### config.mk
export PLATFORM = sky130hd
export DESIGN_NAME = cfg_loader_flat
export DESIGN_NICKNAME = d
export VERILOG_FILES = /design/src/verilog/mem_pkg.sv /design/src/verilog/mem_if.sv /design/src/verilog/cfg_loader.sv /design/src/flat_wrapper.sv
export VERILOG_INCLUDE_DIRS = /design/src /design/src/include
export SDC_FILE = /design/constraint.sdc
export NUM_CORES = 1
export LEC_CHECK = 0
export ABC_CLOCK_PERIOD_IN_PS = 1700
export BUFFER_PORTS_ARGS = -buffer_cell sky130_fd_sc_hd__buf_4
export CAP_MARGIN = 5
export CORE_ASPECT_RATIO = 1.2
export CORE_MARGIN = 2
export CORE_UTILIZATION = 31
export DETAILED_ROUTE_END_ITERATION = 10
export HOLD_SLACK_MARGIN = 0.06
export PLACE_DENSITY_LB_ADDON = 0.12
export SKIP_LAST_GASP = 1
export SLEW_MARGIN = 30
export SYNTH_ARGS = -nofsm -noshare
export SYNTH_HDL_FRONTEND = slang
export SYNTH_SLANG_ARGS = --single-unit
export TNS_END_PERCENT = 30
### constraint.sdc
create_clock -name clk_i -period 1.7 [get_ports clk_i]
set_input_delay 0.34 -clock clk_i [delete_from_list [all_inputs] [get_ports clk_i]]
set_output_delay 0.34 -clock clk_i [all_outputs]
set_load 0.005 [all_outputs]
### src/include/mem_macros.svh
`ifndef MEM_MACROS_SVH
`define MEM_MACROS_SVH

// Bus widths
`define MEM_ADDR_WIDTH    32
`define MEM_DATA_WIDTH    64

// Address map, host below the DRAM base
`define DRAM_BASE_ADDR    32'h8000_0000
`define HOST_SCRATCH_ADDR 32'h0000_0000
`define HOST_FINISH_ADDR  32'h0000_0008

// DRAM geometry and latency
`define DRAM_WORDS        256
`define DRAM_IDX_WIDTH    8
`define DRAM_LATENCY      4

// Loader and router sizing
`define RESET_DELAY       10
`define CFG_WORDS         4
`define CFG_PATTERN       64'hC0DE_0000_0000_1000
`define ORDER_DEPTH       4

`endif

### src/verilog/mem_pkg.sv
`include "mem_macros.svh"

package mem_pkg;

  // Byte address and data word
  typedef logic [`MEM_ADDR_WIDTH-1:0] mem_addr_t;
  typedef logic [`MEM_DATA_WIDTH-1:0] mem_data_t;

  // DRAM word index
  typedef logic [`DRAM_IDX_WIDTH-1:0] dram_idx_t;

  // Config loader sequence
  typedef enum logic [1:0]
  {
    WAIT_RESET = 2'd0,
    ISSUE      = 2'd1,
    WAIT_RESP  = 2'd2,
    DONE       = 2'd3
  } loader_state_e;

  // Target of the commands in flight
  typedef enum logic
  {
    TGT_HOST = 1'b0,
    TGT_DRAM = 1'b1
  } route_e;

endpackage

### src/verilog/mem_if.sv
`timescale 1ns/1ps

// Command channel, valid/yumi
interface mem_cmd_if;

  logic               v;
  logic               yumi;
  logic               we;
  mem_pkg::mem_addr_t addr;
  mem_pkg::mem_data_t data;

  modport master
  (
    output v,
    output we,
    output addr,
    output data,
    input  yumi
  );

  modport slave
  (
    input  v,
    input  we,
    input  addr,
    input  data,
    output yumi
  );

endinterface

// Response channel, valid/ready
interface mem_resp_if;

  logic               v;
  logic               ready;
  logic               we;
  mem_pkg::mem_data_t data;

  modport master
  (
    output v,
    output we,
    output data,
    input  ready
  );

  modport slave
  (
    input  v,
    input  we,
    input  data,
    output ready
  );

endinterface

### src/verilog/cfg_loader.sv
`timescale 1ns/1ps
`include "mem_macros.svh"

module cfg_loader
  (
    input  logic       clk_i,
    input  logic       arst_n_i,
    mem_cmd_if.master  cmd,
    mem_resp_if.slave  resp,
    output logic       cfg_done_o
  );

  localparam int IDX_W = $clog2(`CFG_WORDS + 1);

  logic [`RESET_DELAY-1:0] delay_r;
  mem_pkg::loader_state_e  state_r;
  mem_pkg::loader_state_e  state_n;
  logic [IDX_W-1:0]        idx_r;
  logic                    last;

  // Ones shift in after reset release
  always_ff @(posedge clk_i or negedge arst_n_i)
  begin
    if (!arst_n_i)
    begin
      delay_r <= '0;
    end
    else
    begin
      delay_r <= {delay_r[`RESET_DELAY-2:0], 1'b1};
    end
  end

  // Table of DRAM words, then one scratch write
  always_comb
  begin
    if (idx_r < IDX_W'(`CFG_WORDS))
    begin
      cmd.addr = `DRAM_BASE_ADDR + (mem_pkg::mem_addr_t'(idx_r) << 3);
      cmd.data = `CFG_PATTERN + mem_pkg::mem_data_t'(idx_r);
    end
    else
    begin
      cmd.addr = `HOST_SCRATCH_ADDR;
      cmd.data = `CFG_PATTERN;
    end
  end

  assign last = (idx_r == IDX_W'(`CFG_WORDS));

  always_comb
  begin
    state_n = state_r;
    case (state_r)
      mem_pkg::WAIT_RESET:
        if (delay_r[`RESET_DELAY-1])
          state_n = mem_pkg::ISSUE;
      mem_pkg::ISSUE:
        if (cmd.yumi)
          state_n = mem_pkg::WAIT_RESP;
      mem_pkg::WAIT_RESP:
        if (resp.v)
          state_n = last ? mem_pkg::DONE : mem_pkg::ISSUE;
      default:
        state_n = mem_pkg::DONE;
    endcase
  end

  always_ff @(posedge clk_i or negedge arst_n_i)
  begin
    if (!arst_n_i)
    begin
      state_r <= mem_pkg::WAIT_RESET;
      idx_r   <= '0;
    end
    else
    begin
      state_r <= state_n;
      if ((state_r == mem_pkg::WAIT_RESP) && resp.v && !last)
      begin
        idx_r <= idx_r + IDX_W'(1);
      end
    end
  end

  assign cmd.v      = (state_r == mem_pkg::ISSUE);
  assign cmd.we     = 1'b1;
  assign resp.ready = (state_r == mem_pkg::WAIT_RESP);
  assign cfg_done_o = (state_r == mem_pkg::DONE);

endmodule

### src/flat_wrapper.sv
// flat-port wrapper written by rule: the top's interface ports become plain ports
module cfg_loader_flat 
  (clk_i, arst_n_i, cfg_done_o, cmd_v, cmd_we, cmd_addr, cmd_data, cmd_yumi, resp_v, resp_we, resp_data, resp_ready);
  mem_cmd_if cmd_i ();
  mem_resp_if resp_i ();
  input  logic clk_i;
  input  logic arst_n_i;
  output logic cfg_done_o;
  output wire logic [$bits(cmd_i.v)-1:0] cmd_v;
  output wire logic [$bits(cmd_i.we)-1:0] cmd_we;
  output wire logic [$bits(cmd_i.addr)-1:0] cmd_addr;
  output wire logic [$bits(cmd_i.data)-1:0] cmd_data;
  input wire logic [$bits(cmd_i.yumi)-1:0] cmd_yumi;
  input wire logic [$bits(resp_i.v)-1:0] resp_v;
  input wire logic [$bits(resp_i.we)-1:0] resp_we;
  input wire logic [$bits(resp_i.data)-1:0] resp_data;
  output wire logic [$bits(resp_i.ready)-1:0] resp_ready;
  assign cmd_v = cmd_i.v;
  assign cmd_we = cmd_i.we;
  assign cmd_addr = cmd_i.addr;
  assign cmd_data = cmd_i.data;
  assign cmd_i.yumi = cmd_yumi;
  assign resp_i.v = resp_v;
  assign resp_i.we = resp_we;
  assign resp_i.data = resp_data;
  assign resp_ready = resp_i.ready;
  cfg_loader u_core (.clk_i(clk_i), .arst_n_i(arst_n_i), .cmd(cmd_i), .resp(resp_i), .cfg_done_o(cfg_done_o));
endmodule
# Word level (Yosys, flattened, before mapping)
# Index checks and enable logic that the tools add are counted.
[op_classes]
n_addsub = 3
muxes = 7
reduce_logical = 5
magnitude_cmp = 1
n_eq_ne = 7
[op_table]
columns = ["operator", "count"]
rows = [
  ["63-bit by 4-bit adder with 64-bit output, first input constant", 1],
  ["64-bit 2-to-1 mux", 1],
  ["32-bit by 6-bit adder with 32-bit output, first input constant", 1],
  ["32-bit 2-to-1 mux", 1],
  ["2-bit 2-to-1 mux", 4],
  ["2-bit case mux with 3 select lines", 1],
  ["2-bit equality test, second input constant", 2],
  ["2-bit by 1-bit inequality test with 1-bit output, second input constant", 2],
  ["3-bit by 1-bit adder with 3-bit output, second input constant", 1],
  ["3-bit equality test, second input constant", 1],
  ["3-bit less-than comparator, second input constant", 1],
  ["3-bit AND reduction", 1],
  ["2-bit by 1-bit equality test with 1-bit output, second input constant", 1],
  ["1-bit logical AND", 2],
  ["2-bit zero test", 1],
  ["2-bit inequality test, second input constant", 1],
  ["1-bit zero test", 1],
]
[word_totals]
output_inout_bits = 100
ff_bits = 15

# Longest topological paths before layout
# Gate-level depths: netlist (run 1).
[logic_depth]
depth_word = 4
mapped_depth = 5
depth_no_buf = 5

# Worst setup path after synthesis (run 1)
# OpenSTA, ideal clock, no wires.
[synth_timing]
path_kind = "register to register"
startpoint = "reg u_core.idx_r[0]"
endpoint = "reg u_core.idx_r[1]"
period_less_slack_ns = 1.231
arrival_ns = 1.106
path_slack_ns = 0.469
path_stages_with_launch = 6
path_buffers = 0
path_cell_list = "dfrtp_1 inv_1 ha_1 nand2_1 nand3_4 mux2_4"
[synth_via]
elab_chain_cells = 3
elab_cells_between_ends = 4
cone_classes = "add/sub: 1; eq/ne: 1; reduce/logical: 2"
[synth_lines]
columns = ["element", "line_no", "source"]
rows = [
  ["from (decl)", "cfg_loader.sv:18", "logic [IDX_W-1:0] idx_r;"],
  ["from (signal assigned)", "cfg_loader.sv:81", "idx_r <= idx_r + IDX_W'(1);"],
  ["parallel branches: the longest is 3 deep, another holds 3-bit by 1-bit adder with 3-bit output", "-", ""],
]
# Parallel ways; which one is timed is not known.
# A chain may end at the register's enable or synchronous reset.

# Worst setup path after layout (run 1)
[layout_timing]
startpoint = "reg u_core.state_r[0]"
endpoint = "out cfg_done_o"
[layout_via]
elab_chain_cells = 1
[layout_lines]
columns = ["element", "line_no", "source"]
rows = [
  ["from (decl)", "cfg_loader.sv:16", "mem_pkg::loader_state_e state_r;"],
  ["from (signal assigned)", "cfg_loader.sv:73", "state_r <= mem_pkg::WAIT_RESET;"],
  ["from (signal assigned)", "cfg_loader.sv:78", "state_r <= state_n;"],
  ["2-bit equality test", "cfg_loader.sv:89", "assign cfg_done_o = (state_r == mem_pkg::DONE);"],
  ["to (decl)", "flat_wrapper.sv:8", "output logic cfg_done_o;"],
]
# No other way between the ends.

==> results of run 1 <==
==> timing repair <==
item / CTS / global route
hold buffers: 1 / 0
buffers inserted: 0 / 0
endpoints found under the hold margin: 15 / 0
==> power breakdown <==
part	internal [W]	total (W)	switching [W]
combinational	0.00000673	0.0000666	0.0000599
sequential	0.000369	0.000372	0.00000300
clock	0.000165	0.000276	0.000110
==> area by class of cell <==
type,count,area (sq um)
fillers,440,2810
repair buffers,12,92.6
flip-flops and latches,15,375
well taps,54,67.6
inverters,4,15.0
multi-input cells,113,500
clock buffers,4,45.0
==> worst max-delay path, cell delays in order, from the launching register on <==
cell	delay, ns
dfrtp_1	0.46
and2_2	0.23
buf_4	0.13
==> registers in the layout, indices dropped and copies added, names as in the netlist <==
| signal | cells |
|---|---|
| u_core.delay_r | 10 |
| u_core.state_r | 2 |
| u_core.idx_r | 3 |
==> metal layers <==
layer	GRT usage	vias up	wire, um
li1	-	250	-
met1	0.0628	255	394
met4	0.0142	0	0
met3	0.0352	0	209
met2	0.0914	49	774
met5	0	-	0
==> worst max path at each step <==
stage	from	endpoint	slack (ns)	depth (start not counted)
floorplan	u_core.idx_r[0]	u_core.idx_r[1]	0.47	5
global placement	u_core.idx_r[0]	u_core.idx_r[1]	0.40	5
detailed placement	u_core.idx_r[0]	u_core.idx_r[1]	0.40	5
CTS	u_core.state_r[0]	cfg_done_o	0.29	2
global route	u_core.state_r[0]	cmd_v	0.24	3
finish	u_core.state_r[0]	cfg_done_o	0.30	2
==> per-stage QoR <==
stage,total power [W],utilization,hold slack (ns)
6_report,0.000715,0.280,0.342
4_1_cts,0.000730,0.280,0.328
5_1_grt,0.000779,0.280,0.350
2_1_floorplan,0.000576,-,0.0444
3_5_place_dp,0.000439,0.266,0.206
3_3_place_gp,0.000438,0.266,0.203
==> placed cells by master, fill, tap and decap left out <==
cell type	count
a21oi_1	2
nand4b_1	1
xnor2_1	1
clkbuf_8	3
ha_1	2
inv_1	4
nor2_1	3
dfrtp_1	15
nand2_1	2
o21ai_0	2
a31oi_1	1
clkbuf_1	1
buf_4	11
mux2_4	1
nand3_4	1
and2_2	1
nor2b_4	1
conb_1	93
nor3_1	1
dlygate4sd3_1	1
o21ai_1	1
==> cell families after synthesis <==
family                   count (synthesis)
AO/OA/AOI/OAI                            6
XOR/XNOR                                 1
adder cells (fa/ha/maj)                  2
buffers and inverters                   98
flip-flops                              15
multiplexers                             1
other                                    2
AND/OR/NAND/NOR                         10
==> summary.md, run 1 <==
| Metric | Value |
|---|---|
| Outcome | `completed` |
| VDD IR max | `382 uV` |
| WS Path Type | `flip-flop to output port` |
| # diodes | `0` |
| Count of final hold-check violations | `0` |
| Via count | `roughly 550` |
| Std-Cell Rows | `25` |
| Reg2Reg Depth | `5` |
| Cell taking the most area after synthesis | `buf_4` |
| Initial Util | `0.321` |
| Critical path startpoint category | `flip-flop` |
| Largest family of logic cells by synthesized area | `buffers and inverters` |
| Finished Layout Cells | `202` |
| Fraction of registers with async set/reset | `1.00` |
| Period Utilization, post-route | `0.823` |
| Internal reg-to-reg setup slack | `0.41 ns` |
| Max Buffers Root-to-Sink | `2` |
| I/O pins | `~170` |
| Worst setup EP type | `output port` |
| Hold path cells | `2` |
| Most numerous cell in the Yosys netlist | `buf_4` |
| Syn avg cell area | `a little over 9 sq um` |
| Total negative slack | `0 ns` |
| Inserted Clock Buffers | `3` |
| Hpwl dp | `1160 um` |
| Synthesized cell area | `0.00125 sq mm` |
| Yosys reg bits | `15` |
| Total wire length | `1380 um` |
| RSZ-0062 raised after global routing | `no` |
| Ranking of synthesized cells by area | `buf_4 56%, dfrtp_1 30%, ha_1 2.0%` |
| FMAX | `715 MHz` |
| Vias in the first global route | `around 410` |
| Synth top area share | `0.562` |
| Adder-cell share of the synthesized area | `0.0199` |
| Fin crit period | `1.40 ns` |
| GRT Overall Usage | `0.0571` |
| DP Area | `about 0.0010 sq mm` |
| Clock Latency Late Sink | `0.24 ns` |
| Setup ws final | `0.302 ns` |
| Design area | `approximately 0.0011 sq mm` |
| Worst-path clk slew | `approximately 0.06 ns` |
| Root buf cell | `clkbuf_8` |
| CTS tree | `done` |
| Ys Warns | `0` |
| Post-synth EDFFs | `0` |
| Routed len/inst | `6.82 um` |
| Post-synthesis sequential area ratio | `0.299` |
| Die Wd | `62.1 um` |
| H-Tree Depth | `1` |
| Synth unique cells | `18` |
| Worst Hold Class | `input pin to flip-flop` |
| Clk sinks | `15` |
| Placed instance count | `197` |
| Starting DRC count in detailed routing | `14` |
| Mux contribution to synthesized area | `0.0120` |
| Worst path arrival time | `1.06 ns` |
| Proportion of layout cells with a drive suffix above 1 | `0.122` |
| Syn-to-layout area delta | `-12.7%` |
| Worst R2R Start | `u_core.idx_r[0]` |
| Setup Skew | `roughly 0.00039 ns` |
| Synth cell count leaders | `94 x buf_4, 15 x dfrtp_1, 4 x inv_1` |
| First-pass GRT wire length | `1900 um` |
| CTS-repair resized insts | `0` |
| Cells after synthesis | `135` |
| Router iterations before antenna repair | `2` |
| Leakage Power | `between 0.6 and 0.7 nW` |
| Core region area | `0.00391 sq mm` |
| Critical-path maximum fanout | `8` |
| GRT overflow | `0` |
| Compound-Gate Fraction of Synth Area | `0.0249` |
| Final #Nets | `220` |
| Dpl ws | `0.402 ns` |
| PortBufs | `11` |
| Synth Area in Simple Gates | `0.0568` |
| Die area | `0.00458 sq mm` |
| Synth Flop Type | `dfrtp_1` |
| Detail Route Antenna Nets | `0` |
| Largest net degree at the start of global routing | `16` |
| Slew Limit Fails | `0` |
| RR Endpoint | `u_core.idx_r[1]` |
| Post-Synth XOR/XNOR Area | `0.00698` |
| Power per cell area | `652 mW/mm^2` |
| # DRC | `0` |
| Die Y | `73.7 um` |
| GPL Wtd Cong | `0.643` |
| Initial antenna violation count | `0` |
| HP Start | `resp_v` |
| CP Data Required Time | `1.36 ns` |
| Count of final setup violators | `0` |
| Number of vias per cell | `2.74` |
| Number of max-cap violations | `0` |
| Hold Path End | `u_core.state_r[1]` |
No activity file was read; power rests on OpenSTA's default activity.
==> run 2: changes to the inputs <==
--- a/config.mk
+++ b/config.mk
@@ -6,12 +6,13 @@
 export SDC_FILE = /design/constraint.sdc
 export NUM_CORES = 1
 export LEC_CHECK = 0
-export ABC_CLOCK_PERIOD_IN_PS = 1700
+export ABC_AREA = 1
+export ABC_CLOCK_PERIOD_IN_PS = 1230
 export BUFFER_PORTS_ARGS = -buffer_cell sky130_fd_sc_hd__buf_4
 export CAP_MARGIN = 5
 export CORE_ASPECT_RATIO = 1.2
 export CORE_MARGIN = 2
-export CORE_UTILIZATION = 31
+export CORE_UTILIZATION = 29
 export DETAILED_ROUTE_END_ITERATION = 10
 export HOLD_SLACK_MARGIN = 0.06
 export PLACE_DENSITY_LB_ADDON = 0.12
==> constraint.sdc (replaced) <==
create_clock -name clk_i -period 1.23 [get_ports clk_i]
set_input_delay 0.246 -clock clk_i [delete_from_list [all_inputs] [get_ports clk_i]]
set_output_delay 0.246 -clock clk_i [all_outputs]
set_load 0.005 [all_outputs]
==> summary.md, run 2 <==
| Metric | Value |
|---|---|
| Outcome | `completed` |
| Commonest non-fill, non-tap cell in the layout | `conb_1` |
| Synth Flop Type | `dfrtp_1` |
| CTS tree | `done` |
| Syn-to-layout area delta | `-5.93%` |
| Fraction of registers with async set/reset | `1.00 (unchanged)` |
| Detail Route Antenna Nets | `0 (unchanged)` |
| Ranking of synthesized cells by area | `buf_4 55%, dfrtp_1 29%, nand2_1 5.0%` |
| Post-synthesis sequential area ratio | `0.292 (-0.00756)` |
| Worst path arrival time | `0.97 ns (-0.09 ns)` |
| Dpl ws | `0.0965 ns (-0.306 ns)` |
| Synth Area in Simple Gates | `0.0923 (+0.0355)` |
| Mux contribution to synthesized area | `0 (-0.0120)` |
| Number of max-cap violations | `0 (unchanged)` |
| Worst-path clk slew | `0.06 ns (about the same)` |
| Setup Skew | `0.00512 ns (+0.00473 ns)` |
| Yosys reg bits | `15 (unchanged)` |
| GRT overflow | `0 (unchanged)` |
| Count of final setup violators | `0 (unchanged)` |
| Synth unique cells | `16 (-2)` |
| Most frequent cells in the layout | `93 x conb_1, 17 x buf_4, 16 x nand2_1` |
| Core region area | `0.00426 sq mm (+9.0%)` |
| Critical Path Slowest Stage Cell | `dfrtp_2` |
| Hpwl dp | `1220 um (+5.4%)` |
| Die Wd | `64.8 um (+4.4%)` |
| Adder-cell share of the synthesized area | `0.0194 (-0.000504)` |
| Via count | `672 (+21%)` |
| Synth cell count leaders | `94 x buf_4, 17 x nand2_1, 15 x dfrtp_1` |
| RSZ-0062 raised after global routing | `yes` |
| Setup ws final | `0.0120 ns (-0.290 ns)` |
| Routed len/inst | `6.61 um (-3.1%)` |
| CP Data Required Time | `0.98 ns (-0.38 ns)` |
| Buffers and inverters on the worst path | `3 (+2)` |
| Proportion of layout cells with a drive suffix above 1 | `0.214 (+0.0923)` |
| Crit path max-delay family | `flip-flops` |
| WS Path Type | `flip-flop to output port` |
| Worst Hold Class | `input pin to flip-flop` |
| I/O pins | `169 (unchanged)` |
| Inserted Clock Buffers | `3 (unchanged)` |
| Worst setup EP type | `output port` |
| Die area | `0.00499 sq mm (+9.1%)` |
| # DRC | `0 (unchanged)` |
| Slew Limit Fails | `0 (unchanged)` |
| Total wire length | `1510 um (+9.9%)` |
| Reg with most FFs | `u_core.delay_r` |
| Critical-path cell list | `inv_2 > nand2_2 > inv_2 > buf_6` |
| Most Frequent Cell on Critical Path | `inv_2` |
| Root buf cell | `clkbuf_8` |
| PortBufs | `11 (unchanged)` |
| Top Registers | `u_core.delay_r x10, u_core.idx_r x3, u_core.state_r x2` |
| GPL Wtd Cong | `0.644 (+0.19%)` |
| # diodes | `0 (unchanged)` |
| Max Buffers Root-to-Sink | `2 (unchanged)` |
| Router iterations before antenna repair | `4 (+2)` |
| Synth top area share | `0.548 (-0.0142)` |
| Initial antenna violation count | `0 (unchanged)` |
| Post-synth EDFFs | `0 (unchanged)` |
| Die Y | `77.0 um (+4.5%)` |
| Largest family of logic cells by synthesized area | `buffers and inverters` |
| Worst R2R Start | `u_core.idx_r[0]` |
| Initial Util | `0.302 (-0.0188)` |
| Clock Latency Late Sink | `0.25 ns (about the same)` |
| Synthesized cell area | `0.00129 sq mm (+2.6%)` |
| H-Tree Depth | `1 (unchanged)` |
| Max reg flops | `10 (unchanged)` |
| Compound-Gate Fraction of Synth Area | `0.00972 (-0.0152)` |
| Critical-path maximum fanout | `5 (-3)` |
| Ys Warns | `0 (unchanged)` |
| Critical path startpoint category | `flip-flop` |
| FMAX | `821 MHz` |
| First-pass GRT wire length | `1880 um (-0.74%)` |
| Vias in the first global route | `443 (+9.4%)` |
| Post-Synth XOR/XNOR Area | `0.00680 (-0.000176)` |
| GRT Overall Usage | `0.0484 (-0.00874)` |
| Syn avg cell area | `8.47 sq um (-8.9%)` |
| Number of vias per cell | `2.93 (+7.0%)` |
| Fin crit period | `approximately 1.2 ns` |
| Tot Pwr | `0.00197 W (+180%)` |
| Cell taking the most area after synthesis | `buf_4` |
| Cells after synthesis | `152 (+13%)` |
| Largest net degree at the start of global routing | `16 (unchanged)` |
| Clk sinks | `15 (unchanged)` |
| Std-Cell Rows | `26 (+4.0%)` |
| Starting DRC count in detailed routing | `12 (-2)` |
| Critical Path Start | `u_core.state_r[0]` |
| Final #Nets | `245 (+11%)` |
| Power per cell area | `1630 mW/mm^2 (+150%)` |
| Leakage Power | `0.740 nW (+15%)` |
| HP Start | `cmd_yumi` |
| Largest stage delay, worst path | `0.44 ns (-0.02 ns)` |
| VDD IR max | `790 uV (+110%)` |
| Count of final hold-check violations | `0 (unchanged)` |
| Most numerous cell in the Yosys netlist | `buf_4` |
| Period Utilization, post-route | `0.990` |
## run 2: changes by cell type in the layout (fill, tap and decap cells not counted), sizes merged, moves of 2 or more
cell | before | now
o21ai | 3 | 1
nand2 | 2 | 19
buf | 11 | 19
a21oi | 2 | 0
nand3 | 1 | 3
inv | 4 | 9
## run 2: final timing paths
path,to,slack [ns],cells past startpoint
worst min-delay path,u_core.state_r[0],0.29,3
min in group asynchronous,u_core.idx_r[0],0.40,2
max in group asynchronous,u_core.state_r[1],0.65,2
worst max register to register,u_core.idx_r[1],0.08,7
worst max-delay path,resp_ready,0.01,4
worst min register to register,u_core.delay_r[9],0.34,0
## run 2: area by class of cell
type / instances / area [sq um]
fill: 487 / 3050
tap: 56 / 70.1
inverter: 9 / 33.8
multi-input combinational: 125 / 522
timing repair buffer: 20 / 160
clock buffer: 3 / 41.3
sequential: 15 / 379
clock inverter: 1 / 5.00
## run 2: cell families after synthesis
kind of cell / count (synthesis)
xor gates and xnor gates: 1
other: 2
DFF: 15
adders and majority gates: 2
AOI/OAI and AO/OA: 2
buffers and inverters: 103
and+or+nand+nor: 27
## run 2: metrics by stage
| step | instances | utilization | hold WS, ns | TNS (ns) | instance area [sq um] |
|---|---|---|---|---|---|
| finish | 229 | 0.284 | 0.286 | 0 | 1210 |
| global route | 229 | 0.284 | 0.305 | -0.206 | 1210 |
| CTS | 223 | 0.271 | 0.290 | -0.109 | 1150 |
| detailed placement | 216 | 0.252 | 0.110 | 0 | 1080 |
| global placement | 216 | 0.252 | 0.106 | 0 | 1080 |
| floorplan | 243 | - | -0.0496 | 0 | 1630 |
## run 2: routing by layer
metal  global-route usage  part of all wire  wire length, um  vias to the layer above
met5                    0                 0                0                        -
met4               0.0128                 0                0                        0
met3               0.0293              0.16              238                        0
met2               0.0732              0.52              782                       57
met1               0.0573              0.33              493                      306
li1                     -                 -                -                      309
## run 2: repair_timing
action | 4_1_cts | 5_1_grt
endpoints found under the setup margin | 6 | 9
pin swaps | 0 | 0
hold buffers | 1 | 0
gates cloned | 0 | 0
endpoints found under the hold margin | 15 | 0
gates resized for setup | 3 | 6
buffers inserted | 2 | 6
## run 2: power by group
part	switching, W	internal (W)
clock network	0.000169	0.000224
logic	0.000427	0.000453
registers	0.000102	0.000595
## run 2: tightest hold or removal path, stage by stage
cell and delay, ns:
buf_4 0.08, nor2_1 0.03, o21bai_1 0.14
