## src/include/mem_macros.svh

```systemverilog
`ifndef MEM_MACROS_SVH
`define MEM_MACROS_SVH

// Bus widths
`define MEM_ADDR_WIDTH    32
`define MEM_DATA_WIDTH    64

// Address map, host below the DRAM base
`define DRAM_BASE_ADDR    32'h8000_0000
`define HOST_SCRATCH_ADDR 32'h0000_0000
`define HOST_FINISH_ADDR  32'h0000_0008

// DRAM geometry and latency
`define DRAM_WORDS        256
`define DRAM_IDX_WIDTH    8
`define DRAM_LATENCY      4

// Loader and router sizing
`define RESET_DELAY       10
`define CFG_WORDS         4
`define CFG_PATTERN       64'hC0DE_0000_0000_1000
`define ORDER_DEPTH       4

`endif

```

## src/verilog/mem_pkg.sv

```systemverilog
`include "mem_macros.svh"

package mem_pkg;

  // Byte address and data word
  typedef logic [`MEM_ADDR_WIDTH-1:0] mem_addr_t;
  typedef logic [`MEM_DATA_WIDTH-1:0] mem_data_t;

  // DRAM word index
  typedef logic [`DRAM_IDX_WIDTH-1:0] dram_idx_t;

  // Config loader sequence
  typedef enum logic [1:0]
  {
    WAIT_RESET = 2'd0,
    ISSUE      = 2'd1,
    WAIT_RESP  = 2'd2,
    DONE       = 2'd3
  } loader_state_e;

  // Target of the commands in flight
  typedef enum logic
  {
    TGT_HOST = 1'b0,
    TGT_DRAM = 1'b1
  } route_e;

endpackage

```

## src/verilog/mem_if.sv

```systemverilog
`timescale 1ns/1ps

// Command channel, valid/yumi
interface mem_cmd_if;

  logic               v;
  logic               yumi;
  logic               we;
  mem_pkg::mem_addr_t addr;
  mem_pkg::mem_data_t data;

  modport master
  (
    output v,
    output we,
    output addr,
    output data,
    input  yumi
  );

  modport slave
  (
    input  v,
    input  we,
    input  addr,
    input  data,
    output yumi
  );

endinterface

// Response channel, valid/ready
interface mem_resp_if;

  logic               v;
  logic               ready;
  logic               we;
  mem_pkg::mem_data_t data;

  modport master
  (
    output v,
    output we,
    output data,
    input  ready
  );

  modport slave
  (
    input  v,
    input  we,
    input  data,
    output ready
  );

endinterface

```

## src/verilog/host_mmio.sv

```systemverilog
`timescale 1ns/1ps
`include "mem_macros.svh"

module host_mmio
  (
    input  logic       clk_i,
    input  logic       arst_n_i,
    mem_cmd_if.slave   cmd,
    mem_resp_if.master resp,
    output logic       program_finish_o
  );

  mem_pkg::mem_data_t scratch_r;
  logic               finish_r;
  logic               resp_v_r;
  logic               resp_we_r;
  mem_pkg::mem_data_t resp_data_r;
  mem_pkg::mem_data_t rd_data;
  logic               accept;

  // One response slot, reusable as it drains
  assign accept   = cmd.v & (~resp_v_r | resp.ready);
  assign cmd.yumi = accept;

  always_comb
  begin
    rd_data = '0;
    if (cmd.addr == `HOST_SCRATCH_ADDR)
    begin
      rd_data = scratch_r;
    end
    else if (cmd.addr == `HOST_FINISH_ADDR)
    begin
      rd_data = mem_pkg::mem_data_t'(finish_r);
    end
  end

  always_ff @(posedge clk_i or negedge arst_n_i)
  begin
    if (!arst_n_i)
    begin
      finish_r <= 1'b0;
      resp_v_r <= 1'b0;
    end
    else
    begin
      // Sticky once set
      if (accept && cmd.we && (cmd.addr == `HOST_FINISH_ADDR))
      begin
        finish_r <= 1'b1;
      end
      if (accept)
      begin
        resp_v_r <= 1'b1;
      end
      else if (resp.ready)
      begin
        resp_v_r <= 1'b0;
      end
    end
  end

  always_ff @(posedge clk_i)
  begin
    if (accept && cmd.we && (cmd.addr == `HOST_SCRATCH_ADDR))
    begin
      scratch_r <= cmd.data;
    end
    if (accept)
    begin
      resp_we_r   <= cmd.we;
      resp_data_r <= cmd.we ? '0 : rd_data;
    end
  end

  assign resp.v           = resp_v_r;
  assign resp.we          = resp_we_r;
  assign resp.data        = resp_data_r;
  assign program_finish_o = finish_r;

endmodule

```

## src/flat_wrapper.sv

```systemverilog
// flat-port wrapper written by rule: the top's interface ports become plain ports
module host_mmio_flat 
  (clk_i, arst_n_i, program_finish_o, cmd_v, cmd_we, cmd_addr, cmd_data, cmd_yumi, resp_v, resp_we, resp_data, resp_ready);
  mem_cmd_if cmd_i ();
  mem_resp_if resp_i ();
  input  logic clk_i;
  input  logic arst_n_i;
  output logic program_finish_o;
  input wire logic [$bits(cmd_i.v)-1:0] cmd_v;
  input wire logic [$bits(cmd_i.we)-1:0] cmd_we;
  input wire logic [$bits(cmd_i.addr)-1:0] cmd_addr;
  input wire logic [$bits(cmd_i.data)-1:0] cmd_data;
  output wire logic [$bits(cmd_i.yumi)-1:0] cmd_yumi;
  output wire logic [$bits(resp_i.v)-1:0] resp_v;
  output wire logic [$bits(resp_i.we)-1:0] resp_we;
  output wire logic [$bits(resp_i.data)-1:0] resp_data;
  input wire logic [$bits(resp_i.ready)-1:0] resp_ready;
  assign cmd_i.v = cmd_v;
  assign cmd_i.we = cmd_we;
  assign cmd_i.addr = cmd_addr;
  assign cmd_i.data = cmd_data;
  assign cmd_yumi = cmd_i.yumi;
  assign resp_v = resp_i.v;
  assign resp_we = resp_i.we;
  assign resp_data = resp_i.data;
  assign resp_i.ready = resp_ready;
  host_mmio u_core (.clk_i(clk_i), .arst_n_i(arst_n_i), .cmd(cmd_i), .resp(resp_i), .program_finish_o(program_finish_o));
endmodule
```

## config.mk

```make
export PLATFORM = sky130hd
export DESIGN_NAME = host_mmio_flat
export DESIGN_NICKNAME = d
export VERILOG_FILES = /design/src/verilog/mem_pkg.sv /design/src/verilog/mem_if.sv /design/src/verilog/host_mmio.sv /design/src/flat_wrapper.sv
export VERILOG_INCLUDE_DIRS = /design/src /design/src/include
export SDC_FILE = /design/constraint.sdc
export NUM_CORES = 1
export LEC_CHECK = 0
export BUFFER_PORTS_ARGS = -buffer_cell sky130_fd_sc_hd__buf_4
export CORE_MARGIN = 5
export CORE_UTILIZATION = 40
export CTS_CLUSTER_DIAMETER = 80
export CTS_CLUSTER_SIZE = 28
export DETAILED_ROUTE_END_ITERATION = 6
export PLACE_DENSITY = 0.67
export RECOVER_POWER = 50
export SLEW_MARGIN = 15
export SYNTH_ARGS = -nofsm -noshare
export SYNTH_HDL_FRONTEND = slang
export SYNTH_SLANG_ARGS = --single-unit
```

## constraint.sdc

```tcl
create_clock -name clk_i -period 11.7 [get_ports clk_i]
set_input_delay 0 -clock clk_i [delete_from_list [all_inputs] [get_ports clk_i]]
set_output_delay 0 -clock clk_i [all_outputs]
set_load 0.02 [all_outputs]
```

# Word-level counts from Yosys, hierarchy flattened
# Cells that the tools add are included.
# Widths: inputs -> output; s select.
[word_totals]
latchBits = 0
word_cells = 18
romBits = 0
output_inout_bits = 68
mem_bits_rw = 0
regBits = 131
n_memories = 0
[classes]
n_addsub = 0
n_mul = 0
bitwise = 3
n_reduce_logical = 5
n_shift = 0
n_mux = 4
n_div = 0
order_cmp = 0
eq_ne = 1
[ops]
columns = ["cell", "count"]
rows = [
  ["$mux 64", 1],
  ["$eq 32x4->1 const B", 1],
  ["$logic_not 32->1", 1],
  ["$logic_and 1x1->1", 3],
  ["$mux 1", 3],
  ["$reduce_bool 2->1", 1],
  ["$and 1x1->1", 1],
  ["$not 1->1", 1],
  ["$or 1x1->1", 1],
]

# Longest topological paths before layout
# Gate-level depths: netlist of run 1.
[logic_depth]
word_depth = 5
depth_mapped = 5
depth_no_buf = 4

# Worst setup path before layout of run 1
# No wires, ideal clock.
[synth_timing]
path_kind = "register -> register"
startpoint = "reg u_core.resp_v_r (netlist: u_core.resp.v)"
endpoint = "reg u_core.scratch_r[0] (enable)"
slack_ns = 2.439
path_stages_with_launch = 5
period_less_slack_ns = 9.261
t_required_ns = 11.055
setup_time_ns = 0.645
t_arrival_ns = 8.616
path_buffers = 0
cell_sequence = "dfrtp_1 nand2b_1 and2_1 nand2_1 nor4_1"
[synth_between]
elab_chain_cells = 5
[synth_lines]
columns = ["element", "line", "text"]
rows = [
  ["start, declared", "host_mmio.sv:15", "logic resp_v_r;"],
  ["start signal, assigned", "host_mmio.sv:43", "resp_v_r <= 1'b0;"],
  ["start signal, assigned", "host_mmio.sv:54", "resp_v_r <= 1'b1;"],
  ["start signal, assigned", "host_mmio.sv:58", "resp_v_r <= 1'b0;"],
  ["$not 1->1", "host_mmio.sv:22", "assign accept = cmd.v & (~resp_v_r | resp.ready);"],
  ["$or 1x1->1", "host_mmio.sv:22", ""],
  ["$and 1x1->1", "host_mmio.sv:22", ""],
  ["via cmd_yumi", "flat_wrapper.sv:13", "output wire logic [$bits(cmd_i.yumi)-1:0] cmd_yumi;"],
  ["$logic_and 1x1->1 (2 in series)", "host_mmio.sv:65", "if (accept && cmd.we && (cmd.addr == `HOST_SCRATCH_ADDR))"],
  ["end signal, assigned", "host_mmio.sv:67", "scratch_r <= cmd.data;"],
  ["end, declared", "host_mmio.sv:13", "mem_pkg::mem_data_t scratch_r;"],
]
# The timed path passes the listed nets, and every way through them passes these cells.
# A chain may end at the register's enable or synchronous reset.

# Worst setup path after layout of run 1
[layout_timing]
startpoint = "reg u_core.resp_v_r (netlist: u_core.resp.v)"
endpoint = "reg u_core.scratch_r[8] (enable)"
[layout_between]
elab_chain_cells = 5
[layout_lines]
columns = ["element", "line"]
rows = [
  ["$not 1->1", "host_mmio.sv:22"],
  ["$or 1x1->1", "host_mmio.sv:22"],
  ["$and 1x1->1", "host_mmio.sv:22"],
  ["$logic_and 1x1->1 (2 in series)", "host_mmio.sv:65"],
]
# Every way passes these cells.

==> results of run 1 <==
layer usage:
layer | global-route usage | vias to the layer above | wire length (um)
met5 | 0 | - | 0
met4 | 0.0581 | 0 | 161
met3 | 0.0456 | 10 | 632
met2 | 0.248 | 92 | 5040
met1 | 0.162 | 1257 | 3610
li1 | - | 1331 | -
state kept, by name, indices dropped and copies added (netlist names):
| register | flops |
|---|---|
| u_core.program_finish_o | 1 |
| u_core.resp.data | 64 |
| u_core.resp.v | 1 |
| u_core.resp.we | 1 |
| u_core.scratch_r | 64 |
power by group:
| part | internal [W] | leakage, nW | switching [W] | total (W) |
|---|---|---|---|---|
| Sequential | 0.000525 | 1.25 | 0.00000292 | 0.000528 |
| Combinational | 0.0000394 | 1.11 | 0.0000316 | 0.0000709 |
| Clock | 0.000374 | 0.298 | 0.000177 | 0.000551 |
worst min-delay path, stage by stage:
cell,delay (ns)
sky130_fd_sc_hd__buf_4,0.08
sky130_fd_sc_hd__nor4_1,0.03
sky130_fd_sc_hd__nand4_1,0.19
sky130_fd_sc_hd__o41ai_1,0.11
cells in the mapped netlist:
cell type,number,area [sq um]
sky130_fd_sc_hd__dfrtp_1,2,50.1
sky130_fd_sc_hd__nor4_4,1,21.3
sky130_fd_sc_hd__clkbuf_2,6,30.0
sky130_fd_sc_hd__edfxtp_1,129,3870
sky130_fd_sc_hd__and2_2,47,353
sky130_fd_sc_hd__mux2i_1,1,10.0
sky130_fd_sc_hd__o41ai_1,1,8.76
sky130_fd_sc_hd__nor4_2,1,12.5
sky130_fd_sc_hd__nor4_1,8,50.1
sky130_fd_sc_hd__nand2b_1,2,12.5
sky130_fd_sc_hd__and2_1,17,106
sky130_fd_sc_hd__nand4_1,2,12.5
sky130_fd_sc_hd__inv_1,2,7.51
sky130_fd_sc_hd__nand2_1,1,3.75
sky130_fd_sc_hd__nor3_1,1,5.00
layout make-up:
class	instances	area (sq um)	share of cell area
clock inverters	12	188	0.0266
inverters	2	7.51	0.00106
multi-input cells	82	604	0.0857
well taps	143	179	0.0254
flip-flops and latches	131	3920	0.557
clock buffers	19	433	0.0614
repair buffers	240	1710	0.243
kinds of logic after synthesis:
family / after synthesis / share of synthesized area
compound gates: 1 / 0.00192
mux: 1 / 0.00220
buf+inv: 8 / 0.00824
simple gates: 80 / 0.127
flops: 131 / 0.861
timing repair:
| action | 4_1_cts | 5_1_grt |
|---|---|---|
| hold buffers | 70 | 0 |
| setup buffers | 0 | 0 |
| endpoints found under the hold margin | 70 | 0 |
layout by cell type (no fill, tap or decap), drive strengths merged:
cell type    netlist  layout
nand4              2       2
mux2i              1       1
dfrtp              2       2
clkinvlp           0       2
inv                2       2
clkbuf             6     154
nor3               1       1
nor4              10      10
bufinv             0       5
nand2b             2       2
o41ai              1       1
nand2              1       1
clkinv             0       5
buf                0      35
and2              64      64
dlygate4sd3        0      70
edfxtp           129     129
stage by stage:
stage	instance area (sq um)	cells	hold WS, ns	utilization
after floorplan	4560	221	-0.296	-
after global placement	5990	528	-0.215	0.531
after detailed placement	5990	528	-0.216	0.531
after CTS	7310	629	0.0491	0.649
after global routing	7050	629	0.0870	0.625
final	7050	629	0.0628	0.625
worst paths after layout:
kind                                                             to  slack (ns)  cells after the start
worst max-delay path                  u_core.scratch_r[8]$_DFFE_PP_        8.98                      5
worst min-delay path            u_core.program_finish_o$_DFFE_PN0P_        0.06                      4
worst max register to register        u_core.scratch_r[8]$_DFFE_PP_        8.98                      5
worst min register to register  u_core.program_finish_o$_DFFE_PN0P_        0.50                      2
max in group asynchronous       u_core.program_finish_o$_DFFE_PN0P_       11.09                      3
min in group asynchronous                 u_core.resp.v$_DFFE_PN0P_        0.49                      3
==> impl_metrics.py, run 1 <==
metrics = {
    "status": {
        "status": "finished, violations left",
        "violations": "capacitance limit, slew limit",
    },
    "floorplanning": {
        "design.portCount": 169,
        "floorplan.core_area_sq_um": 11300,
        "die_w_um": 117,
        "dieHeight_um": 117,
        "std_cell_rows": 39,
        "initial_cell_density_of_the_core": 0.404,
        "die_area_sq_um": 13600,
    },
    "setup_path": {
        "worst-path-buf-inv": 1,
        "crit_path_class": "reg -> reg",
        "worstPathRequired_ns": 11.72,
        "regToRegStartpoint": "u_core.resp.v$_DFFE_PN0P_",
        "timing.critical_path.from_type": "flop",
        "path_cells": "nand2b_1, and2_4, nand2_1, nor4_2, buf_4",
        "critical_path.endpoint_type": "flop",
        "crit_family": "simple AND/OR/NAND/NOR gates",
        "worstPathMaxFanout": 67,
        "worst_ep_arrival_time_ns": 2.73,
        "max_stage_delay_ns": 0.72,
        "critical-path-slowest-cell": "sky130_fd_sc_hd__and2_4",
        "timing.critical_path.from": "u_core.resp.v$_DFFE_PN0P_",
    },
    "sta": {
        "finalClockSkew_ns": 0.00555,
        "maxSlewHeadroom": -0.281,
        "rsz0062_at_grt": "false",
        "report.final.setup_viol": 0,
        "hold_violation_count_in_the_final_report": 0,
        "timing.setup.tns_ns": 0,
        "finalCritPeriodShare": 0.232,
        "max_freq_ghz": 0.368,
        "timing.final.crit_period_ns": 2.72,
        "setup_slack_ns": 8.98,
        "drv_slew": 64,
        "transition_time_at_the_pin_with_the_least_slew_margin_ns": 1.92,
    },
    "logic_synthesis": {
        "syn-cell-area_sq_um": 4560,
        "ys_seq_elements": 131,
        "synth.yosys.warnings": 0,
        "syn-instance-count": 221,
        "synthesis.area_per_instance_sq_um": 20.6,
        "synth_sequential_area_ratio": 0.861,
        "postSynthNetCount": 322,
        "synth_cell_types": 15,
    },
    "route": {
        "average_via_count_per_standard_cell": 4.28,
        "wl_mm": 9.44,
        "route.antenna.remaining_nets": 0,
        "routedWlPerCell_um": 15.0,
        "vias": 2690,
        "drt_iter0_drcs": 114,
        "firstDrtPassIters": 4,
        "drc": 0,
    },
    "clocking": {
        "post_cts_resized": 0,
        "worst_skew_pair.late_latency_ns": 0.39,
        "tritoncts_clock_tree": "yes",
        "cts_made_buffers": 17,
        "clock_tree.root_cell": "sky130_fd_sc_hd__clkbuf_16",
        "worst_setup_hold_path_clk_slew_ns": 0.05,
        "tritoncts_num_sinks": 131,
        "clock_tree.htree_level_count": 4,
        "cts.path.max_buffers": 2,
    },
    "power_and_ir_drop": {
        "leakage_nw": 2.65,
        "ir_drop_mv": 0.0883,
        "power_w": 0.00115,
        "powerDensity_nw_per_um2": 163,
    },
    "global_routing": {
        "globalRoute.totalOverflow": 0,
        "first_pass_grt_wire_length_mm": 14.3,
        "gr-usage-all-layers": 0.142,
        "grt_antenna_before_repair": 0,
        "via_count_of_the_first_global_routing_pass": 2888,
        "grt_start_max_net_pins": 68,
    },
    "run": {
        "max-cap-violations": 1,
    },
    "min_path": {
        "min_path_type": "in -> reg",
        "min_from": "cmd_addr[15]",
    },
    "finish": {
        "n_antenna_cell": 0,
        "layout-drive-gt1-share": 0.366,
        "final_nets": 575,
        "fillerInstances": 905,
        "area_delta_synth_final_pct": 54.7,
    },
    "placement": {
        "gp_routability_congestion": 0.807,
        "dpl_worst_slack_ns": 8.96,
        "place.port_buffers": 168,
    },
}
No activity file was read; power rests on OpenSTA's default activity.
==> run 2, diff against run 1 <==
clock period = 2.75 ns   (was 11.7 ns; I/O delays follow)
==> run 2 against run 1 <==
Compared with the run above:
- the run now ends clean
- largest power group unchanged
- worst hold slack improved by 0.017 ns
- via count increased by 5.4%
- setup slack got worse by 8.4 ns
- design area up 0.39%
- highest routed layer unchanged
- sequential power grew to 4.2 times the previous value
- non-clock buffer count grew 2
- die area is the same
==> impl_metrics.py, run 2 (synthesis gave the netlist of run 1 again) <==
metrics = {
    "status": {
        "status": "complete, no violations",
    },
    "sta": {
        "finalCritPeriodShare": 0.775,
        "timing.setup.tns_ns": 0,
        "timing.final.crit_period_ns": 2.13,
        "max_freq_ghz": 0.469,
        "setup_slack_ns": 0.619,
        "hold_violation_count_in_the_final_report": 0,
        "finalClockSkew_ns": 0.00734,
        "maxSlewHeadroom": 0.330,
        "drv_slew": 0,
        "fin_hold_ws_ns": 0.0799,
        "rsz0062_at_grt": "false",
        "report.final.setup_viol": 0,
        "transition_time_at_the_pin_with_the_least_slew_margin_ns": 1.00,
    },
    "clocking": {
        "tritoncts_num_sinks": 131,
        "cts.path.max_buffers": 2,
        "worst_setup_hold_path_clk_slew_ns": 0.06,
        "clock_tree.root_cell": "sky130_fd_sc_hd__clkbuf_16",
        "clock_tree.htree_level_count": 4,
        "worst_skew_pair.late_latency_ns": 0.40,
        "cts_made_buffers": 17,
        "postCtsSetupBuffers": 0,
        "tritoncts_clock_tree": "yes",
    },
    "setup_path": {
        "worst_r2r_endpoint": "u_core.scratch_r[43]$_DFFE_PP_",
        "timing.critical_path.from": "u_core.resp.v$_DFFE_PN0P_",
        "reg2reg_depth": 5,
        "regToRegStartpoint": "u_core.resp.v$_DFFE_PN0P_",
        "timing.critical_path.to": "cmd_yumi",
        "critical_path.endpoint_type": "output port",
        "worstPathRequired_ns": 2.75,
        "worst_ep_arrival_time_ns": 2.13,
        "rrSetupSlack_ns": 0.76,
        "crit_path_class": "reg -> out",
        "max_stage_delay_ns": 0.69,
        "critical-path-slowest-cell": "sky130_fd_sc_hd__buf_4",
        "path_cells": "nand2b_1, and2_0, buf_4, buf_4",
        "most_common_cell_type_on_the_critical_path": "sky130_fd_sc_hd__buf_4",
        "timing.critical_path.from_type": "flop",
        "worstPathMaxFanout": 66,
    },
    "placement": {
        "place.port_buffers": 168,
        "gp_routability_congestion": 0.740,
        "placed_cells": 530,
        "dp_hpwl_mm": 6.38,
        "dpl_worst_slack_ns": 0.762,
    },
    "power_and_ir_drop": {
        "leakage_nw": 2.67,
        "power_w": 0.00487,
        "ir_drop_mv": 0.393,
        "powerDensity_nw_per_um2": 689,
    },
    "global_routing": {
        "first_pass_grt_wire_length_mm": 14.9,
        "grt_start_max_net_pins": 67,
        "gr-usage-all-layers": 0.150,
        "grt_antenna_before_repair": 0,
        "via_count_of_the_first_global_routing_pass": 3025,
        "globalRoute.totalOverflow": 0,
    },
    "finish": {
        "area_delta_synth_final_pct": 55.3,
        "leading_cell_type_in_the_layout_fill_and_taps_excluded": "sky130_fd_sc_hd__edfxtp_1",
        "layout-drive-gt1-share": 0.378,
        "n_antenna_cell": 0,
        "final_nets": 577,
        "fillerInstances": 857,
        "most-common-layout-cells": "129 x sky130_fd_sc_hd__edfxtp_1, 70 x sky130_fd_sc_hd__dlygate4sd3_1, 70 x sky130_fd_sc_hd__clkbuf_1",
        "final_cells": 632,
    },
    "floorplanning": {
        "floorplan.core_area_sq_um": 11300,
        "die_w_um": 117,
        "dieHeight_um": 117,
        "std_cell_rows": 39,
        "die_area_sq_um": 13600,
        "design.portCount": 169,
        "initial_cell_density_of_the_core": 0.404,
    },
    "route": {
        "vias": 2834,
        "drc": 0,
        "firstDrtPassIters": 4,
        "routedWlPerCell_um": 15.6,
        "average_via_count_per_standard_cell": 4.48,
        "drt_iter0_drcs": 94,
        "wl_mm": 9.86,
        "route.antenna.remaining_nets": 0,
    },
    "run": {
        "max-cap-violations": 0,
    },
    "min_path": {
        "min_path_type": "in -> reg",
    },
}
-- run 2: changes by cell type in the layout (fill, tap and decap cells not counted), moves of 2 or more --
cell and change:
sky130_fd_sc_hd__inv_8 +3, sky130_fd_sc_hd__clkinv_4 +2, sky130_fd_sc_hd__inv_6 +4, sky130_fd_sc_hd__clkbuf_1 -2, sky130_fd_sc_hd__clkinv_2 -3, sky130_fd_sc_hd__buf_4 +2, sky130_fd_sc_hd__bufinv_16 -2
-- run 2: cell type report --
cell class | instances | area, sq um | area share
Clock buffer | 17 | 425 | 0.0601
Clock inverter | 15 | 195 | 0.0276
Inverter | 2 | 7.51 | 0.00106
Multi-Input combinational cell | 82 | 618 | 0.0873
Sequential cell | 131 | 3930 | 0.555
Tap cell | 143 | 179 | 0.0253
Timing Repair Buffer | 242 | 1730 | 0.244
-- run 2: critical path: cells and delay by family (launching register included) --
kind | cells | cell delay [ns]
flops | 1 | 0.40
simple gates | 2 | 0.33
buf+inv | 2 | 0.96
-- run 2: layer usage --
layer,track usage,wire length (um),vias up
met5,0,0,-
met4,0.0635,192,0
met3,0.0622,909,19
li1,-,-,1344
met1,0.157,3510,1341
met2,0.263,5250,130
-- run 2: where the power goes --
part           internal (W)  switching (W)  leakage (nW)
registers           0.00223      0.0000110          1.25
clock network       0.00145       0.000870         0.298
logic              0.000168       0.000139          1.13
-- run 2: worst min path at each step --
stage / from / end / slack [ns] / cells past startpoint
after floorplan: arst_n_i / u_core.program_finish_o$_DFFE_PN0P_ / -0.30 / 0
after global placement: arst_n_i / u_core.program_finish_o$_DFFE_PN0P_ / -0.21 / 1
after detailed placement: arst_n_i / u_core.program_finish_o$_DFFE_PN0P_ / -0.21 / 1
after CTS: cmd_addr[11] / u_core.program_finish_o$_DFFE_PN0P_ / 0.06 / 4
after global routing: cmd_addr[11] / u_core.program_finish_o$_DFFE_PN0P_ / 0.1 / 4
final: cmd_addr[11] / u_core.program_finish_o$_DFFE_PN0P_ / 0.08 / 4
-- run 2: repair_timing --
| action | 4_1_cts | 5_1_grt |
|---|---|---|
| hold buffers | 70 | 0 |
| resized for setup | 0 | 0 |
| endpoints found under the hold margin | 70 | 0 |
-- run 2: per-stage QoR --
step | area [sq um] | utilization
4_1_cts | 7340 | 0.652
3_3_place_gp | 6020 | 0.534
6_report | 7080 | 0.628
2_1_floorplan | 4580 | -
5_1_grt | 7080 | 0.628
3_5_place_dp | 6020 | 0.534
==> run 3, diff against run 2 <==
PLACE_DENSITY = 0.7   (was 0.67)
clock period = 1.7 ns   (was 2.75 ns; I/O delays follow)
==> run 3 against run 2 <==
Compared with the run above:
- total power up 55%
- clock power increased by 48%
- sequential share of layout area decreased by 0.21 points
- register-to-register slack got worse by 0.65 ns
- cell count rose by 0.63%
- via count down 1.8%
- utilization up 0.24 points
- highest routed layer unchanged
- first-iteration DRC count increased by 38%
- global-route usage is 0.15 points lower
- largest power group is now sequential cells
==> impl_metrics.py, run 3 (synthesis gave the netlist of run 1 again) <==
metrics = {
    "floorplanning": {
        "dieHeight_um": 117,
        "initial_cell_density_of_the_core": 0.404,
        "die_area_sq_um": 13600,
        "design.portCount": 169,
        "floorplan.core_area_sq_um": 11300,
        "std_cell_rows": 39,
        "die_w_um": 117,
    },
    "route": {
        "average_via_count_per_standard_cell": 4.37,
        "vias": 2782,
        "wl_mm": 9.86,
        "drt_iter0_drcs": 130,
        "firstDrtPassIters": 6,
        "drc": 0,
        "route.antenna.remaining_nets": 0,
        "routedWlPerCell_um": 15.5,
    },
    "sta": {
        "rsz0062_at_grt": "false",
        "timing.setup.tns_ns": 0,
        "timing.final.crit_period_ns": 1.63,
        "max_freq_ghz": 0.615,
        "hold_violation_count_in_the_final_report": 0,
        "transition_time_at_the_pin_with_the_least_slew_margin_ns": 0.502,
        "finalCritPeriodShare": 0.956,
        "maxSlewHeadroom": 0.662,
        "finalClockSkew_ns": 0.00705,
        "report.final.setup_viol": 0,
        "drv_slew": 0,
    },
    "min_path": {
        "min_path_type": "in -> reg",
        "min_from": "cmd_addr[9]",
    },
    "placement": {
        "gp_routability_congestion": 0.756,
        "placed_cells": 534,
        "dp_hpwl_mm": 6.22,
        "place.port_buffers": 168,
    },
    "run": {
        "max-cap-violations": 0,
    },
    "setup_path": {
        "critical_path.endpoint_type": "output port",
        "regToRegStartpoint": "u_core.resp.v$_DFFE_PN0P_",
        "crit_family": "buffers and inverters",
        "timing.critical_path.depth": 4,
        "worst-path-buf-inv": 2,
        "timing.critical_path.to": "cmd_yumi",
        "crit_path_class": "reg -> out",
        "critical-path-slowest-cell": "sky130_fd_sc_hd__dfrtp_2",
        "timing.critical_path.from": "u_core.resp.v$_DFFE_PN0P_",
        "worstPathMaxFanout": 66,
        "reg2reg_depth": 6,
        "worst_ep_arrival_time_ns": 1.63,
        "worst_r2r_endpoint": "u_core.scratch_r[3]$_DFFE_PP_",
        "worstPathRequired_ns": 1.70,
        "max_stage_delay_ns": 0.40,
        "rrSetupSlack_ns": 0.11,
        "path_cells": "nand2b_1, and2_4, buf_12, buf_4",
        "timing.critical_path.from_type": "flop",
    },
    "global_routing": {
        "grt_antenna_before_repair": 0,
        "grt_start_max_net_pins": 67,
        "via_count_of_the_first_global_routing_pass": 2970,
        "first_pass_grt_wire_length_mm": 14.7,
        "gr-usage-all-layers": 0.148,
        "globalRoute.totalOverflow": 0,
    },
    "finish": {
        "n_antenna_cell": 0,
        "final_nets": 581,
        "final_cells": 636,
        "most-common-layout-cells": "129 x sky130_fd_sc_hd__edfxtp_1, 71 x sky130_fd_sc_hd__clkbuf_1, 70 x sky130_fd_sc_hd__dlygate4sd3_1",
        "fillerInstances": 844,
        "area_delta_synth_final_pct": 55.9,
        "leading_cell_type_in_the_layout_fill_and_taps_excluded": "sky130_fd_sc_hd__edfxtp_1",
        "layout-drive-gt1-share": 0.379,
    },
    "clocking": {
        "worst_setup_hold_path_clk_slew_ns": 0.06,
        "worst_skew_pair.late_latency_ns": 0.40,
        "cts.path.max_buffers": 2,
        "cts_made_buffers": 17,
        "tritoncts_num_sinks": 131,
        "tritoncts_clock_tree": "yes",
        "clock_tree.htree_level_count": 4,
        "clock_tree.root_cell": "sky130_fd_sc_hd__clkbuf_16",
    },
    "power_and_ir_drop": {
        "ir_drop_mv": 0.524,
        "powerDensity_nw_per_um2": 1070,
        "leakage_nw": 2.68,
        "power_w": 0.00757,
    },
    "status": {
        "status": "complete, no violations",
    },
}
[run 3: changes by cell type in the layout (fill, tap and decap cells not counted), moves of 2 or more]
cell                         previous run  this run
sky130_fd_sc_hd__and2_0                 7         0
sky130_fd_sc_hd__and2_1                10        16
sky130_fd_sc_hd__buf_12                 0         4
sky130_fd_sc_hd__clkbuf_4              64        66
sky130_fd_sc_hd__clkinv_4               2         4
sky130_fd_sc_hd__clkinvlp_4             2         4
sky130_fd_sc_hd__inv_6                  4         0
sky130_fd_sc_hd__inv_8                  3         0
[run 3: worst min-delay path by stage]
stage / end / slack (ns) / depth (start not counted)
after CTS: u_core.program_finish_o$_DFFE_PN0P_ / 0.04 / 5
after global routing: u_core.program_finish_o$_DFFE_PN0P_ / 0.05 / 5
after detailed placement: u_core.program_finish_o$_DFFE_PN0P_ / -0.21 / 1
final: u_core.program_finish_o$_DFFE_PN0P_ / 0.03 / 5
after global placement: u_core.program_finish_o$_DFFE_PN0P_ / -0.22 / 1
after floorplan: u_core.program_finish_o$_DFFE_PN0P_ / -0.30 / 0
[run 3: layout make-up]
type | instances | area (sq um) | share of cell area
flip-flops and latches | 131 | 3930 | 0.552
repair buffers | 246 | 1820 | 0.256
multi-input cells | 82 | 606 | 0.0852
clock buffers | 19 | 433 | 0.0609
well taps | 143 | 179 | 0.0252
clock inverters | 13 | 138 | 0.0194
inverters | 2 | 7.51 | 0.00106
[run 3: layer usage]
layer | wire length [um] | track usage
met5 | 0 | 0
met3 | 761 | 0.0497
met2 | 5420 | 0.273
met4 | 160 | 0.0619
met1 | 3520 | 0.153
[run 3: per-stage QoR]
step	utilization	hold slack, ns	area (sq um)	worst slack, ns
global route	0.630	0.0550	7100	0.00180
detailed placement	0.541	-0.214	6100	-0.0576
global placement	0.541	-0.216	6100	-0.0345
CTS	0.655	0.0442	7380	0.0504
floorplan	-	-0.296	4580	-2.16
finish	0.630	0.0332	7100	0.0745
[run 3: power breakdown]
part	total (W)	switching (W)	internal (W)
combinational	0.000504	0.000225	0.000279
clock	0.00344	0.00129	0.00215
sequential	0.00363	0.0000178	0.00361
[run 3: worst min-delay path: stages]
cell and delay [ns]:
sky130_fd_sc_hd__buf_4 0.07, sky130_fd_sc_hd__nor4_1 0.04, sky130_fd_sc_hd__nand4_1 0.06, sky130_fd_sc_hd__buf_4 0.14
sky130_fd_sc_hd__o41ai_1 0.08
[run 3: what timing repair did]
action,in CTS,in global routing
resized for setup,1,0
endpoints found under the setup margin,27,0
hold buffers,70,0
endpoints found under the hold margin,70,0
buffers inserted,0,0
